### src/common/stream_pkg.sv
package stream_pkg;

    // side fields carried on every stream port
    localparam int user_width = 2;
    localparam int tid_width  = 2;

    // tid stamped on upstream beats, same code routes downstream beats
    typedef enum logic [tid_width-1:0] {
        src_user_project   = 2'd0,
        src_axilite        = 2'd1,
        src_logic_analyzer = 2'd2
    } source_id_e;

endpackage

### src/common/arb_pkg.sv
package arb_pkg;

    // user project, axilite bridge, logic analyzer
    localparam int num_sources = 3;

    // state bit that marks a live grant
    localparam int grant_flag = num_sources;

    // low bits one-hot; in a wait state they name the source served last
    typedef enum logic [3:0] {
        wait_0  = 4'b0001,
        wait_1  = 4'b0010,
        wait_2  = 4'b0100,
        grant_0 = 4'b1001,
        grant_1 = 4'b1010,
        grant_2 = 4'b1100
    } grant_state_e;

endpackage

### src/upstream/grant_fsm.sv
`timescale 1ns/10ps

module grant_fsm (
    input  logic                            axis_clk,
    input  logic                            axi_reset_n,
    input  logic [arb_pkg::num_sources-1:0] req,
    input  logic [arb_pkg::num_sources-1:0] hi_req,
    input  logic                            last_accept,
    input  logic                            burst_done,
    output logic [arb_pkg::num_sources-1:0] grant
);
    import arb_pkg::*;

    grant_state_e           state;
    grant_state_e           state_next;
    logic [num_sources-1:0] hp_pick;
    logic [num_sources-1:0] np_pick;

    // first set bit of mask after the last served source, wrapping around
    function automatic logic [num_sources-1:0] rotate_pick(
        input logic [num_sources-1:0] mask,
        input logic [num_sources-1:0] last
    );
        logic [num_sources-1:0] pick;
        int                     base;
        int                     pos;
        pick = '0;
        base = 0;
        for (int k = 0; k < num_sources; k++) begin
            if (last[k]) begin
                base = k;
            end
        end
        // farthest first, so the nearest requester overwrites the pick
        for (int i = num_sources; i >= 1; i--) begin
            pos = (base + i) % num_sources;
            if (mask[pos]) begin
                pick      = '0;
                pick[pos] = 1'b1;
            end
        end
        return pick;
    endfunction

    // high priority only counts when the source has a beat ready
    assign hp_pick = rotate_pick(req & hi_req, state[num_sources-1:0]);
    assign np_pick = rotate_pick(req, state[num_sources-1:0]);

    assign grant = state[grant_flag] ? state[num_sources-1:0] : '0;

    always_comb begin
        state_next = state;
        if (!state[grant_flag]) begin
            if (|hp_pick) begin
                state_next = grant_state_e'({1'b1, hp_pick});
            end else if (|np_pick) begin
                state_next = grant_state_e'({1'b1, np_pick});
            end
        end else if (last_accept || burst_done) begin
            // drop the flag, keep the served source for the next rotation
            state_next = grant_state_e'({1'b0, state[num_sources-1:0]});
        end
    end

    always_ff @(posedge axis_clk or negedge axi_reset_n) begin
        if (!axi_reset_n) begin
            state <= wait_0;
        end else begin
            state <= state_next;
        end
    end

endmodule

### src/upstream/burst_counter.sv
`timescale 1ns/10ps

module burst_counter #(
    parameter int max_beats = 7
) (
    input  logic                            axis_clk,
    input  logic                            axi_reset_n,
    input  logic [arb_pkg::num_sources-1:0] grant,
    input  logic [arb_pkg::num_sources-1:0] hi_req,
    input  logic                            beat_accept,
    output logic                            burst_done
);
    localparam int cnt_width = $clog2(max_beats + 1);

    logic [cnt_width-1:0] count;
    logic [cnt_width-1:0] count_next;
    logic                 normal_grant;

    // high-priority grants run to tlast and are never capped
    assign normal_grant = (|grant) && !(|(grant & hi_req));
    assign count_next   = count + 1'b1;

    // the beat that brings the count to max_beats closes the grant
    assign burst_done = normal_grant && beat_accept &&
                        (count_next == cnt_width'(max_beats));

    always_ff @(posedge axis_clk or negedge axi_reset_n) begin
        if (!axi_reset_n) begin
            count <= '0;
        end else if (!normal_grant) begin
            count <= '0;
        end else if (beat_accept) begin
            count <= count_next;
        end
    end

endmodule

### src/upstream/upstream_mux.sv
`timescale 1ns/10ps

module upstream_mux #(
    parameter int data_width = 32
) (
    input  logic [data_width-1:0]             up_as_tdata,
    input  logic [data_width/8-1:0]           up_as_tstrb,
    input  logic [data_width/8-1:0]           up_as_tkeep,
    input  logic                              up_as_tlast,
    input  logic                              up_as_tvalid,
    input  logic [stream_pkg::user_width-1:0] up_as_tuser,
    input  logic [data_width-1:0]             aa_as_tdata,
    input  logic [data_width/8-1:0]           aa_as_tstrb,
    input  logic [data_width/8-1:0]           aa_as_tkeep,
    input  logic                              aa_as_tlast,
    input  logic                              aa_as_tvalid,
    input  logic [stream_pkg::user_width-1:0] aa_as_tuser,
    input  logic [data_width-1:0]             la_as_tdata,
    input  logic [data_width/8-1:0]           la_as_tstrb,
    input  logic [data_width/8-1:0]           la_as_tkeep,
    input  logic                              la_as_tlast,
    input  logic                              la_as_tvalid,
    input  logic [stream_pkg::user_width-1:0] la_as_tuser,
    input  logic [arb_pkg::num_sources-1:0]   grant,
    input  logic                              is_as_tready,
    output logic                              as_up_tready,
    output logic                              as_aa_tready,
    output logic                              as_la_tready,
    output logic [data_width-1:0]             as_is_tdata,
    output logic [data_width/8-1:0]           as_is_tstrb,
    output logic [data_width/8-1:0]           as_is_tkeep,
    output logic                              as_is_tlast,
    output logic                              as_is_tvalid,
    output logic [stream_pkg::user_width-1:0] as_is_tuser,
    output stream_pkg::source_id_e            as_is_tid,
    output logic                              beat_accept,
    output logic                              last_accept
);
    import stream_pkg::*;

    // only the granted source sees the serializer's ready
    assign as_up_tready = is_as_tready & grant[0];
    assign as_aa_tready = is_as_tready & grant[1];
    assign as_la_tready = is_as_tready & grant[2];

    assign beat_accept = as_is_tvalid & is_as_tready;
    assign last_accept = beat_accept & as_is_tlast;

    always_comb begin
        as_is_tdata  = '0;
        as_is_tstrb  = '0;
        as_is_tkeep  = '0;
        as_is_tlast  = 1'b0;
        as_is_tvalid = 1'b0;
        as_is_tuser  = '0;
        as_is_tid    = src_user_project;
        case (grant)
            3'b001: begin
                as_is_tdata  = up_as_tdata;
                as_is_tstrb  = up_as_tstrb;
                as_is_tkeep  = up_as_tkeep;
                as_is_tlast  = up_as_tlast;
                as_is_tvalid = up_as_tvalid;
                as_is_tuser  = up_as_tuser;
            end
            3'b010: begin
                as_is_tdata  = aa_as_tdata;
                as_is_tstrb  = aa_as_tstrb;
                as_is_tkeep  = aa_as_tkeep;
                as_is_tlast  = aa_as_tlast;
                as_is_tvalid = aa_as_tvalid;
                as_is_tuser  = aa_as_tuser;
                as_is_tid    = src_axilite;
            end
            3'b100: begin
                as_is_tdata  = la_as_tdata;
                as_is_tstrb  = la_as_tstrb;
                as_is_tkeep  = la_as_tkeep;
                as_is_tlast  = la_as_tlast;
                as_is_tvalid = la_as_tvalid;
                as_is_tuser  = la_as_tuser;
                as_is_tid    = src_logic_analyzer;
            end
            default: begin
            end
        endcase
    end

endmodule

### src/downstream/downstream_queue.sv
`timescale 1ns/10ps

module downstream_queue #(
    parameter int data_width = 32,
    parameter int fifo_depth = 16
) (
    input  logic                              axis_clk,
    input  logic                              axi_reset_n,
    input  logic [data_width-1:0]             is_as_tdata,
    input  logic [data_width/8-1:0]           is_as_tstrb,
    input  logic [data_width/8-1:0]           is_as_tkeep,
    input  logic                              is_as_tlast,
    input  logic [stream_pkg::tid_width-1:0]  is_as_tid,
    input  logic                              is_as_tvalid,
    input  logic [stream_pkg::user_width-1:0] is_as_tuser,
    output logic                              as_is_tready,
    output logic [data_width-1:0]             as_up_tdata,
    output logic [data_width/8-1:0]           as_up_tstrb,
    output logic [data_width/8-1:0]           as_up_tkeep,
    output logic                              as_up_tlast,
    output logic                              as_up_tvalid,
    output logic [stream_pkg::user_width-1:0] as_up_tuser,
    input  logic                              up_as_tready,
    output logic [data_width-1:0]             as_aa_tdata,
    output logic [data_width/8-1:0]           as_aa_tstrb,
    output logic [data_width/8-1:0]           as_aa_tkeep,
    output logic                              as_aa_tlast,
    output logic                              as_aa_tvalid,
    output logic [stream_pkg::user_width-1:0] as_aa_tuser,
    input  logic                              aa_as_tready
);
    import stream_pkg::*;

    localparam int addr_width = $clog2(fifo_depth);
    localparam int keep_width = data_width / 8;
    localparam int beat_width = data_width + 2 * keep_width + 1 + tid_width + user_width;

    logic [beat_width-1:0] mem [fifo_depth];
    logic [addr_width:0]   wr_ptr;
    logic [addr_width:0]   rd_ptr;
    logic                  full;
    logic                  empty;
    logic                  push;
    logic                  pop;
    logic                  up_sel;
    logic                  aa_sel;
    logic [data_width-1:0] head_data;
    logic [keep_width-1:0] head_strb;
    logic [keep_width-1:0] head_keep;
    logic                  head_last;
    logic [tid_width-1:0]  head_tid;
    logic [user_width-1:0] head_user;

    // pointers carry one extra wrap bit to tell full from empty
    assign empty = (wr_ptr == rd_ptr);
    assign full  = (wr_ptr[addr_width] != rd_ptr[addr_width]) &&
                   (wr_ptr[addr_width-1:0] == rd_ptr[addr_width-1:0]);

    assign as_is_tready = !full;
    assign push         = is_as_tvalid && as_is_tready;

    assign {head_user, head_tid, head_last, head_keep, head_strb, head_data} =
        mem[rd_ptr[addr_width-1:0]];

    // tid 2 and 3 match neither output and hold the head
    assign up_sel = !empty && (head_tid == src_user_project);
    assign aa_sel = !empty && (head_tid == src_axilite);
    assign pop    = (up_sel && up_as_tready) || (aa_sel && aa_as_tready);

    assign as_up_tvalid = up_sel;
    assign as_up_tdata  = up_sel ? head_data : '0;
    assign as_up_tstrb  = up_sel ? head_strb : '0;
    assign as_up_tkeep  = up_sel ? head_keep : '0;
    assign as_up_tlast  = up_sel && head_last;
    assign as_up_tuser  = up_sel ? head_user : '0;

    assign as_aa_tvalid = aa_sel;
    assign as_aa_tdata  = aa_sel ? head_data : '0;
    assign as_aa_tstrb  = aa_sel ? head_strb : '0;
    assign as_aa_tkeep  = aa_sel ? head_keep : '0;
    assign as_aa_tlast  = aa_sel && head_last;
    assign as_aa_tuser  = aa_sel ? head_user : '0;

    always_ff @(posedge axis_clk) begin
        if (push) begin
            mem[wr_ptr[addr_width-1:0]] <=
                {is_as_tuser, is_as_tid, is_as_tlast, is_as_tkeep, is_as_tstrb, is_as_tdata};
        end
    end

    always_ff @(posedge axis_clk or negedge axi_reset_n) begin
        if (!axi_reset_n) begin
            wr_ptr <= '0;
            rd_ptr <= '0;
        end else begin
            if (push) begin
                wr_ptr <= wr_ptr + 1'b1;
            end
            if (pop) begin
                rd_ptr <= rd_ptr + 1'b1;
            end
        end
    end

endmodule

### src/logic/axis_switch.sv
`timescale 1ns/10ps

module axis_switch #(
    parameter int data_width = 32,
    parameter int fifo_depth = 16,
    parameter int max_beats  = 7
) (
    input  logic                              axis_clk,
    input  logic                              axi_reset_n,
    // user project source, tid 0
    input  logic [data_width-1:0]             up_as_tdata,
    input  logic [data_width/8-1:0]           up_as_tstrb,
    input  logic [data_width/8-1:0]           up_as_tkeep,
    input  logic                              up_as_tlast,
    input  logic                              up_as_tvalid,
    input  logic [stream_pkg::user_width-1:0] up_as_tuser,
    input  logic                              up_hpri_req,
    output logic                              as_up_tready,
    // axilite bridge source, tid 1
    input  logic [data_width-1:0]             aa_as_tdata,
    input  logic [data_width/8-1:0]           aa_as_tstrb,
    input  logic [data_width/8-1:0]           aa_as_tkeep,
    input  logic                              aa_as_tlast,
    input  logic                              aa_as_tvalid,
    input  logic [stream_pkg::user_width-1:0] aa_as_tuser,
    output logic                              as_aa_tready,
    // logic analyzer source, tid 2
    input  logic [data_width-1:0]             la_as_tdata,
    input  logic [data_width/8-1:0]           la_as_tstrb,
    input  logic [data_width/8-1:0]           la_as_tkeep,
    input  logic                              la_as_tlast,
    input  logic                              la_as_tvalid,
    input  logic [stream_pkg::user_width-1:0] la_as_tuser,
    input  logic                              la_hpri_req,
    output logic                              as_la_tready,
    // link toward the serializer
    output logic [data_width-1:0]             as_is_tdata,
    output logic [data_width/8-1:0]           as_is_tstrb,
    output logic [data_width/8-1:0]           as_is_tkeep,
    output logic                              as_is_tlast,
    output stream_pkg::source_id_e            as_is_tid,
    output logic                              as_is_tvalid,
    output logic [stream_pkg::user_width-1:0] as_is_tuser,
    input  logic                              is_as_tready,
    // beats from the serializer
    input  logic [data_width-1:0]             is_as_tdata,
    input  logic [data_width/8-1:0]           is_as_tstrb,
    input  logic [data_width/8-1:0]           is_as_tkeep,
    input  logic                              is_as_tlast,
    input  logic [stream_pkg::tid_width-1:0]  is_as_tid,
    input  logic                              is_as_tvalid,
    input  logic [stream_pkg::user_width-1:0] is_as_tuser,
    output logic                              as_is_tready,
    // user project destination
    output logic [data_width-1:0]             as_up_tdata,
    output logic [data_width/8-1:0]           as_up_tstrb,
    output logic [data_width/8-1:0]           as_up_tkeep,
    output logic                              as_up_tlast,
    output logic                              as_up_tvalid,
    output logic [stream_pkg::user_width-1:0] as_up_tuser,
    input  logic                              up_as_tready,
    // axilite destination
    output logic [data_width-1:0]             as_aa_tdata,
    output logic [data_width/8-1:0]           as_aa_tstrb,
    output logic [data_width/8-1:0]           as_aa_tkeep,
    output logic                              as_aa_tlast,
    output logic                              as_aa_tvalid,
    output logic [stream_pkg::user_width-1:0] as_aa_tuser,
    input  logic                              aa_as_tready
);
    import stream_pkg::*;
    import arb_pkg::*;

    logic [num_sources-1:0] req;
    logic [num_sources-1:0] hi_req;
    logic [num_sources-1:0] grant;
    logic                   beat_accept;
    logic                   last_accept;
    logic                   burst_done;

    // a pending beat is the request
    assign req[src_user_project]   = up_as_tvalid;
    assign req[src_axilite]        = aa_as_tvalid;
    assign req[src_logic_analyzer] = la_as_tvalid;

    // axilite bridge has no high-priority line
    assign hi_req[src_user_project]   = up_hpri_req;
    assign hi_req[src_axilite]        = 1'b0;
    assign hi_req[src_logic_analyzer] = la_hpri_req;

    grant_fsm u_grant_fsm (.*);

    burst_counter #(
        .max_beats(max_beats)
    ) u_burst_counter (.*);

    upstream_mux #(
        .data_width(data_width)
    ) u_upstream_mux (.*);

    downstream_queue #(
        .data_width(data_width),
        .fifo_depth(fifo_depth)
    ) u_downstream_queue (.*);

endmodule

### config.mk
export PLATFORM = sky130hd
export DESIGN_NAME = axis_switch
export DESIGN_NICKNAME = d
export VERILOG_FILES = /design/src/common/stream_pkg.sv /design/src/common/arb_pkg.sv /design/src/upstream/grant_fsm.sv /design/src/upstream/burst_counter.sv /design/src/upstream/upstream_mux.sv /design/src/downstream/downstream_queue.sv /design/src/logic/axis_switch.sv
export SDC_FILE = /design/constraint.sdc
export NUM_CORES = 1
export LEC_CHECK = 0
export BUFFER_PORTS_ARGS = -buffer_cell sky130_fd_sc_hd__buf_2
export CAP_MARGIN = 20
export CELL_PAD_IN_SITES_DETAIL_PLACEMENT = 0
export CELL_PAD_IN_SITES_GLOBAL_PLACEMENT = 2
export CORE_UTILIZATION = 45
export DETAILED_ROUTE_END_ITERATION = 8
export GPL_TIMING_DRIVEN = 0
export HOLD_SLACK_MARGIN = 0.1
export PLACE_DENSITY = 0.76
export SYNTH_ARGS = -nofsm -noshare
export SYNTH_HDL_FRONTEND = slang
export SYNTH_SLANG_ARGS = --single-unit
### constraint.sdc
create_clock -name axis_clk -period 6 [get_ports axis_clk]
set_clock_uncertainty 0.15 [all_clocks]
set_input_delay 0.9 -clock axis_clk [delete_from_list [all_inputs] [get_ports axis_clk]]
set_output_delay 0.9 -clock axis_clk [all_outputs]
set_load 0.02 [all_outputs]
Yosys cells after proc, flatten, opt, wreduce, memory -nomap -nowiden
Memories as Yosys holds them, arrays and structs flattened.
Index checks and enable logic that the tools add are counted.
Widths: inputs -> output; s select.
Operators by class
  $add $sub $neg: 6
  divide/modulo/power cells: 3
  magnitude comparators: 6
  equality and inequality tests: 9
  muxes and demuxes: 56
  bitwise operators: 8
  reductions and logical operators: 26
Operators with widths (number)
  $ge 32x1->1 const B: 3
  $lt 32x4->1 const B: 3
  $mod 32x3->32 const B: 3
  $pmux 32 s3: 1
  $mux 32: 2
  $add 32x2->32 const B: 1
  $add 32x3->32 const B: 1
  $mux 4: 8
  $mux 3: 9
  $pmux 4 s3: 2
  $mux 1: 18
  $logic_and 1x1->1: 14
  $bmux 1 s2: 6
  $reduce_or 3->1: 4
  $add 5x1->5 const B: 2
  $and 3x3->3: 2
  $demux 1 s2: 3
  $eq 3x3->1 const B: 2
  $mux 2: 3
  $pmux 1 s3: 2
  $pmux 2 s3: 1
  $and 1x1->1: 5
  $eq 5x5->1: 1
  $eq 4x4->1: 1
  other kinds (14): 17
Storage, ports and cells
  bits in registers: 17
  bits in writable memories: 720
  bits of input ports: 185
  output and inout port bits: 138
  logic and storage cells: 120
  memories: 1
Memories
  u_downstream_queue.mem: depth 16, bits a word 45, read ports 1, clocked after memory_dff 0, write ports 1, line downstream_queue.sv:38  | logic [beat_width-1:0] mem [fifo_depth];

Depth between registers and ports, before layout
Gate-level depths: netlist of run 1.
  word-level depth: 15
  depth in mapped cells: 9
  gate-level depth less buffers: 6

By module
From an unflattened synthesis of run 1, not the netlist that was laid out.
Unflattened totals
  cell total of the unflattened synthesis: 1409
  area total of the unflattened synthesis: 29736.0 um^2
Modules (own cells, without submodules)
  downstream_queue: times used 1, cells an instance 1186, area an instance 28294.6 um^2, seq. area each 21871.0 um^2
  upstream_mux: times used 1, cells an instance 165, area an instance 934.6 um^2, seq. area each 0.0 um^2
  grant_fsm: times used 1, cells an instance 38, area an instance 317.8 um^2, seq. area each 101.3 um^2
  burst_counter: times used 1, cells an instance 19, area an instance 185.2 um^2, seq. area each 75.1 um^2
  axis_switch: times used 1, cells an instance 1, area an instance 3.8 um^2, seq. area each 0.0 um^2

Worst setup path after synthesis of run 1
Ideal clock, no wire load.
  kind: register -> register
  from: register u_downstream_queue.rd_ptr[1]
  to: memory u_downstream_queue.mem[3][0] in the netlist's numbering, enable pin
  setup time: 0.503 ns
  arrival: 4.558 ns
  required time: 5.347 ns
  slack: 0.788 ns
  stages on the path, launching flop included: 10
  buffers on the path: 3
  period minus slack after synthesis: 5.212 ns
  cell sequence: dfrtp_1 buf_6 buf_12 xor2_1 nor4_1 nand2b_1 and2_1 buf_2 nand2_1 nor3_1
On the way
  word-level cells in the longest chain between the ends: 6
RTL lines
  start, declared: line downstream_queue.sv:40  | logic [addr_width:0] rd_ptr;
  start signal, assigned: line downstream_queue.sv:100  | rd_ptr <= rd_ptr + 1'b1;
  $eq 4x4->1: line downstream_queue.sv:57  | (wr_ptr[addr_width-1:0] == rd_ptr[addr_width-1:0]);
  $logic_and 1x1->1: line downstream_queue.sv:56  | assign full = (wr_ptr[addr_width] != rd_ptr[addr_width]) &&
  $logic_not 1->1: line downstream_queue.sv:59  | assign as_is_tready = !full;
  net as_is_tready: line axis_switch.sv:53  | output logic as_is_tready,
  $logic_and 1x1->1: line downstream_queue.sv:60  | assign push = is_as_tvalid && as_is_tready;
  $mux 1: line downstream_queue.sv:85  | if (push) begin
  $mux 1 (not written as such): line downstream_queue.sv:86  | mem[wr_ptr[addr_width-1:0]] <=
  end, declared: line downstream_queue.sv:38
The timed path passes the listed nets, and every way through them passes these cells.

Worst setup path after layout of run 1
  from: register u_downstream_queue.rd_ptr[1]
  to: output as_up_tdata[28]
On the way
  word-level cells in the longest chain between the ends: 4
  elaborated cells on any way between the ends: 6
  classes of those cells: 1 x eq/ne; 1 x mux; 3 x reduce/logical; 1 x memory
RTL lines
  $mem_v2 16x45 / $eq 5x5->1 (equally long branches)
  $logic_not 2->1 / $logic_not 1->1 (equally long branches): line downstream_queue.sv:66  | assign up_sel = !empty && (head_tid == src_user_project);
  $logic_and 1x1->1: line downstream_queue.sv:66
  $mux 32 *: line downstream_queue.sv:71  | assign as_up_tdata = up_sel ? head_data : '0;
  end, declared: line axis_switch.sv:55  | output logic [data_width-1:0] as_up_tdata,
Every way passes the cells marked *; elsewhere a longest branch is shown, timed or not.

==> results of run 1 <==
## final cells by class
type / instances / area [um2]
Clock inverter: 42 / 430.4
Multi-Input combinational cell: 492 / 6968
Tap cell: 855 / 1070
Timing Repair Buffer: 371 / 2447
Fill cell: 4974 / 29070
Sequential cell: 737 / 22050
Clock buffer: 88 / 1989
Buffer: 80 / 460.4
Antenna cell: 8 / 20.02
Inverter: 52 / 197.7
## power breakdown
| group | total [uW] | switching (uW) | leakage [uW] | internal (uW) |
|---|---|---|---|---|
| Sequential | 6340 | 124 | 0.00671 | 6220 |
| Combinational | 7260 | 4260 | 0.00457 | 3000 |
| Clock | 4610 | 1890 | 0.00117 | 2710 |
| Total | 18200 | 6280 | 0.0124 | 11900 |
## metal layers
metal / up-vias / share of wire (%) / track usage [%]
met5: - / 0.068 / 0
met4: 8 / 2.9 / 7.988
met3: 103 / 7.3 / 4.333
met2: 700 / 49 / 37.59
met1: 8315 / 40 / 30.26
li1: 6630 / - / -
## worst max-delay path, cell delays in order, from the launching register on
cell and delay [ns]:
dfrtp_1 0.37, buf_6 0.18, buf_12 0.16, clkbuf_1 0.57, buf_2 0.50, mux4_2 0.37, mux4_2 0.51, nor2b_1 0.23
buf_2 0.20
## cell usage after synthesis, types with 2 or more instances
library cell,number
edfxtp_1,720
mux4_2,217
inv_1,52
and2_1,44
nor2b_1,44
a222oi_1,43
buf_2,37
clkbuf_1,24
nor2_1,20
nand2_1,18
dfrtp_1,16
buf_4,10
buf_6,8
nor3_1,8
xnor2_1,8
xor2_1,8
ha_1,7
mux2i_1,7
nand2b_1,7
mux2_2,6
o21ai_0,6
a21oi_1,4
and3_1,4
nand3_1,4
o22ai_1,4
a221oi_1,3
nor4_1,3
o2bb2ai_1,3
nand4_1,2
nor3b_1,2
o211a_1,2
o21ai_1,2
## logic make-up (layout without fill, tap and decap cells)
family,count (synthesis),count (layout),synth area share [%]
compound gates,74,74,2.184
xor+xnor,16,16,0.4740
fa+ha+maj,7,7,0.2962
buf+inv,132,633,2.217
flops,737,737,74.56
mux,231,231,17.04
other cells,0,8,0
simple gates,164,164,3.220
## sequential cells by signal, summed over array words and instances, names as in the netlist
name and count:
u_burst_counter.count 3, u_downstream_queue.rd_ptr 5, u_downstream_queue.wr_ptr 5, u_grant_fsm.state 4
u_downstream_queue.mem 720
## metrics by stage
stage | total power [uW] | area, um2 | hold WS, ns | setup WS (ns)
after floorplan | 11120 | 29570 | 0.3117 | 0.7884
after global placement | 13590 | 32250 | 0.3283 | -3.272
after detailed placement | 13820 | 33180 | 0.3353 | 1.852
after CTS | 18430 | 35610 | 0.3486 | 1.208
after global routing | 18970 | 35620 | 0.3579 | 1.078
final | 18210 | 35630 | 0.3442 | 1.250
## path summary, 6_finish.rpt
path	start	end	slack (ns)	cells after the start
max in group asynchronous	axi_reset_n	u_grant_fsm.state[0]	4.76	2
max reg2reg	u_downstream_queue.rd_ptr[2]	u_downstream_queue.mem[3][10]	2.58	10
min	u_downstream_queue.rd_ptr[4]	u_downstream_queue.rd_ptr[4]	0.34	1
min reg2reg	u_downstream_queue.rd_ptr[4]	u_downstream_queue.rd_ptr[4]	0.34	1
min in group asynchronous	axi_reset_n	u_downstream_queue.rd_ptr[2]	0.60	2
max	u_downstream_queue.rd_ptr[1]	as_up_tdata[28]	1.25	8
==> results_dict.tcl, run 1 <==
set metrics [dict create \
    status "completed" \
    cts_made_buffers 76 \
    p_leak_uw 0.01244 \
    vdd_drop_max_mv 0.2578 \
    area_delta_synth_final_pct 20.50 \
    worst_pin_slew_ns 0.9991 \
    yosys-top-cells-area "edfxtp_1 73%, mux4_2 17%, a222oi_1 1.5%, dfrtp_1 1.4%, and2_1 0.93%" \
    hold_class "reg -> reg" \
    end_kind "primary output" \
    post_cts_buffers 0 \
    ys_seq_elements 737 \
    die_area_mm2 0.06674 \
    worst-setup-path-type "reg -> out" \
    first_pass_iters 5 \
    mostFrequentLayoutCells "720 x edfxtp_1, 359 x buf_2, 217 x mux4_2, 78 x clkbuf_16, 51 x inv_1" \
    critPathMaxFanout 10 \
    htreeDepth 3 \
    power_density_mw_per_mm2 511.0 \
    clkLatencyLatePin_ns 0.62 \
    yosysSeqAreaShare_pct 74.56 \
    routedWlPerCell_um 27.62 \
    cts-resized-gates 0 \
    synthFlopType "edfxtp_1" \
    clk_pin_slew_ns 0.06 \
    vias 15756 \
    num-nets-final 2002 \
    instances_no_fill 2725 \
    drive_gt1_share_pct 41.62 \
    clk_path_buf_depth 3 \
    max_freq_ghz 0.2105 \
    netlist_instances 1361 \
    syn-cell-area_mm2 0.02957 \
    place_congestion 0.7308 \
    start_util_pct 45.70 \
    synth_edf_count 720 \
    fp-row-count 93 \
    arrival_ns 3.70 \
    synth_top_area_share_pct 73.12 \
    cts_tree "done" \
    antenna_left 0 \
    die_width_um 258.3 \
    first_iter_violations 1610 \
    root_buffer "clkbuf_16" \
    die_y_um 258.3 \
    avgSynthCellArea_um2 21.73 \
    synth_top_cell_by_area "edfxtp_1" \
    antenna_found_initial 11 \
    fin_crit_sh_pct 79.17 \
    cts.sinks 737 \
    io_buffer_count 322 \
    crit_path_start_kind "flop" \
    grt_overflow 0 \
    rsz0062_at_grt "false" \
    utilization_pct 55.07 \
    core_mm2 0.06470 \
    syn_nets 1553 \
    slew_headroom_pct 33.03 \
    drv_slew 0 \
    setup_viol 0 \
    critical_path_required_ns 4.95 \
    drc 0 \
    ys_warn_count 0 \
    drv_cap 0 \
    hold_buffers 1 \
    drt_wl_total_um 75280 \
    final_common_cell "edfxtp_1" \
    final.setup.tns_ns 0 \
    post-dp-hpwl_um 49290 \
    grt_pass1_vias 15950 \
    layout_min_cycle_time_ns 4.750 \
    grt_use_total_pct 22.70 \
    io_pins 323 \
    place_inst 2586 \
    async_flop_share_pct 2.307 \
    ys_types 50 \
    grt_max_degree 33 \
    via_per_inst 5.782 \
    finalHoldViolCount 0 \
    grt_pass1_wl_um 107300 \
]
Note: power is estimated with default switching activity, not from simulation.
==> run 2: changes to the inputs <==
--- a/config.mk
+++ b/config.mk
@@ -9,11 +9,11 @@
 export CAP_MARGIN = 20
 export CELL_PAD_IN_SITES_DETAIL_PLACEMENT = 0
 export CELL_PAD_IN_SITES_GLOBAL_PLACEMENT = 2
-export CORE_UTILIZATION = 45
+export CORE_UTILIZATION = 41
 export DETAILED_ROUTE_END_ITERATION = 8
 export GPL_TIMING_DRIVEN = 0
 export HOLD_SLACK_MARGIN = 0.1
-export PLACE_DENSITY = 0.76
+export PLACE_DENSITY = 0.73
 export SYNTH_ARGS = -nofsm -noshare
 export SYNTH_HDL_FRONTEND = slang
 export SYNTH_SLANG_ARGS = --single-unit
==> constraint.sdc (replaced) <==
create_clock -name axis_clk -period 4.2 [get_ports axis_clk]
set_clock_uncertainty 0.15 [all_clocks]
set_input_delay 0.63 -clock axis_clk [delete_from_list [all_inputs] [get_ports axis_clk]]
set_output_delay 0.63 -clock axis_clk [all_outputs]
set_load 0.02 [all_outputs]
==> run 2 against run 1 <==
Against the previous run: via count about the same; final area increased by 0.85%; flip-flop and latch count unchanged; hold slack got worse by 0.16 ns; clock power increased by 43%; non-clock buffer count decreased by 7; die area increased by 9.7%; final cell count increased by 3.1%; largest cell class unchanged.
==> results_dict.tcl, run 2 (synthesis gave the netlist of run 1 again) <==
set metrics [dict create \
    slew_headroom_pct 34.48 \
    crit_path_start_kind "flop" \
    grt_pass1_vias 16073 \
    status "completed" \
    finalHoldViolCount 0 \
    io_buffer_count 322 \
    cts_made_buffers 74 \
    seqPwrFrac_pct 34.5 \
    hold_path_end "u_grant_fsm.state[2]" \
    grt_max_degree 25 \
    clk_path_buf_depth 3 \
    hp-start "up_as_tvalid" \
    area_delta_synth_final_pct 21.52 \
    routedWlPerCell_um 27.69 \
    critPathMaxFanout 10 \
    htreeDepth 3 \
    vdd_drop_max_mv 0.3678 \
    core_mm2 0.07136 \
    r2r_cells 11 \
    rsz0062_at_grt "true" \
    first_iter_violations 1376 \
    setup_viol 0 \
    utilization_pct 50.35 \
    worst_pin_slew_ns 0.9805 \
    largest_reg_flops 720 \
    cts_tree "done" \
    drive_gt1_share_pct 41.74 \
    critical_path_required_ns 3.42 \
    regToRegSetupSlack_ns 0.77 \
    power_density_mw_per_mm2 731.6 \
    met2_length_um 39140 \
    root_buffer "clkbuf_16" \
    p_leak_uw 0.01252 \
    post-dp-hpwl_um 51440 \
    post_dp_cell_area_mm2 0.03342 \
    power.internal_uw 17210 \
    grt_overflow 0 \
    die_area_mm2 0.07319 \
    p_sw_share_pct 34.53 \
    p_sw_uw 9078 \
    clk_pin_slew_ns 0.06 \
    end_kind "primary output" \
    io_pins 323 \
    reg2reg_to "u_downstream_queue.mem[7][4]" \
    drv_cap 0 \
    antenna_left 0 \
    max_freq_ghz 0.2456 \
    first_pass_iters 7 \
    arrival_ns 3.29 \
    hold_class "in -> reg" \
    grt_pass1_wl_um 111500 \
    mostFrequentLayoutCells "720 x edfxtp_1, 349 x buf_2, 217 x mux4_2, 75 x clkbuf_16, 51 x inv_1" \
    grt_use_total_pct 21.30 \
    cts.sinks 737 \
    drv_slew 0 \
    antenna_found_initial 9 \
    worst-setup-path-type "reg -> out" \
    die_width_um 270.5 \
    clkLatencyLatePin_ns 0.61 \
    vias 15748 \
    clkPwrFrac_pct 25.2 \
    hold_depth 2 \
    die_y_um 270.5 \
    via_per_inst 5.604 \
    place_congestion 0.9632 \
    fp-row-count 98 \
    num-nets-final 1993 \
    start_util_pct 41.43 \
    fin_crit_sh_pct 96.96 \
    routed.top_layer "met5" \
    final_common_cell "edfxtp_1" \
    drc 0 \
    met1Wirelength_um 31240 \
    design_area_mm2 0.03593 \
    wl_met3_um 5342 \
    drt_wl_total_um 77800 \
    regToRegStartpoint "u_downstream_queue.rd_ptr[1]" \
    layout_min_cycle_time_ns 4.072 \
    p_total_uw 26290 \
    whs_ns 0.1835 \
    comb_power_share_pct 40.3 \
]
[run 2: what timing repair did]
action | in CTS | in global routing
setup endpoints to repair | 87 | 54
endpoints found under the hold margin | 16 | 0
hold buffers | 1 | 0
pin swaps | 1 | 1
buffers inserted | 3 | 0
gates resized for setup | 7 | 11
[run 2: routing by layer]
| metal | up-vias | track usage [%] |
|---|---|---|
| met5 | - | 0 |
| met4 | 10 | 6.557 |
| met3 | 109 | 3.781 |
| met2 | 711 | 36.34 |
| met1 | 8310 | 27.80 |
| li1 | 6608 | - |
[run 2: final cells by class]
| type | count | area (um2) |
|---|---|---|
| clock inverter | 41 | 451.7 |
| sequential | 737 | 22050 |
| fill | 5742 | 35430 |
| multi-input combinational | 492 | 7017 |
| inverter | 52 | 197.7 |
| clock buffer | 93 | 1954 |
| tap | 950 | 1189 |
| antenna | 1 | 2.502 |
| buffer | 78 | 481.7 |
| timing repair buffer | 366 | 2591 |
[run 2: power by group through the flow]
stage / logic (uW) / clock network (uW) / registers, uW
5_1_grt: 11300 / 7010 / 9140
4_1_cts: 10800 / 6730 / 9060
6_report: 10600 / 6610 / 9080
3_3_place_gp: 10200 / 0 / 9300
2_1_floorplan: 6690 / 0 / 9200
3_5_place_dp: 10600 / 0 / 9210
[run 2: per-stage QoR]
step	std cells	TNS [ns]	setup WS, ns
floorplan	1361	0	0.1947
global placement	2633	-1687.47	-2.836
detailed placement	2673	0	0.2025
CTS	2811	0	0.0006126
global route	2809	-0.001767	-0.001767
finish	2810	0	0.1277
[run 2: worst max-delay path by stage]
stage / startpoint / endpoint / slack (ns) / depth (start not counted)
2_1_floorplan: u_downstream_queue.rd_ptr[1] / u_downstream_queue.mem[7][0] / 0.19 / 9
3_3_place_gp: u_downstream_queue.rd_ptr[2] / u_downstream_queue.mem[14][4] / -2.84 / 8
3_5_place_dp: u_downstream_queue.rd_ptr[1] / as_aa_tdata[7] / 0.20 / 9
4_1_cts: u_downstream_queue.rd_ptr[1] / as_aa_tstrb[3] / 0.0006 / 8
5_1_grt: u_downstream_queue.rd_ptr[1] / as_up_tdata[18] / -0.002 / 8
6_report: u_downstream_queue.rd_ptr[1] / as_up_tstrb[2] / 0.13 / 8
[run 2: worst max-delay path: stages, from the launching register on]
cell      delay [ns]
dfrtp_1         0.37
buf_6           0.17
buf_12          0.16
clkbuf_2        0.33
buf_2           0.43
mux4_2          0.38
mux4_2          0.52
nor2b_1         0.15
buf_2           0.16
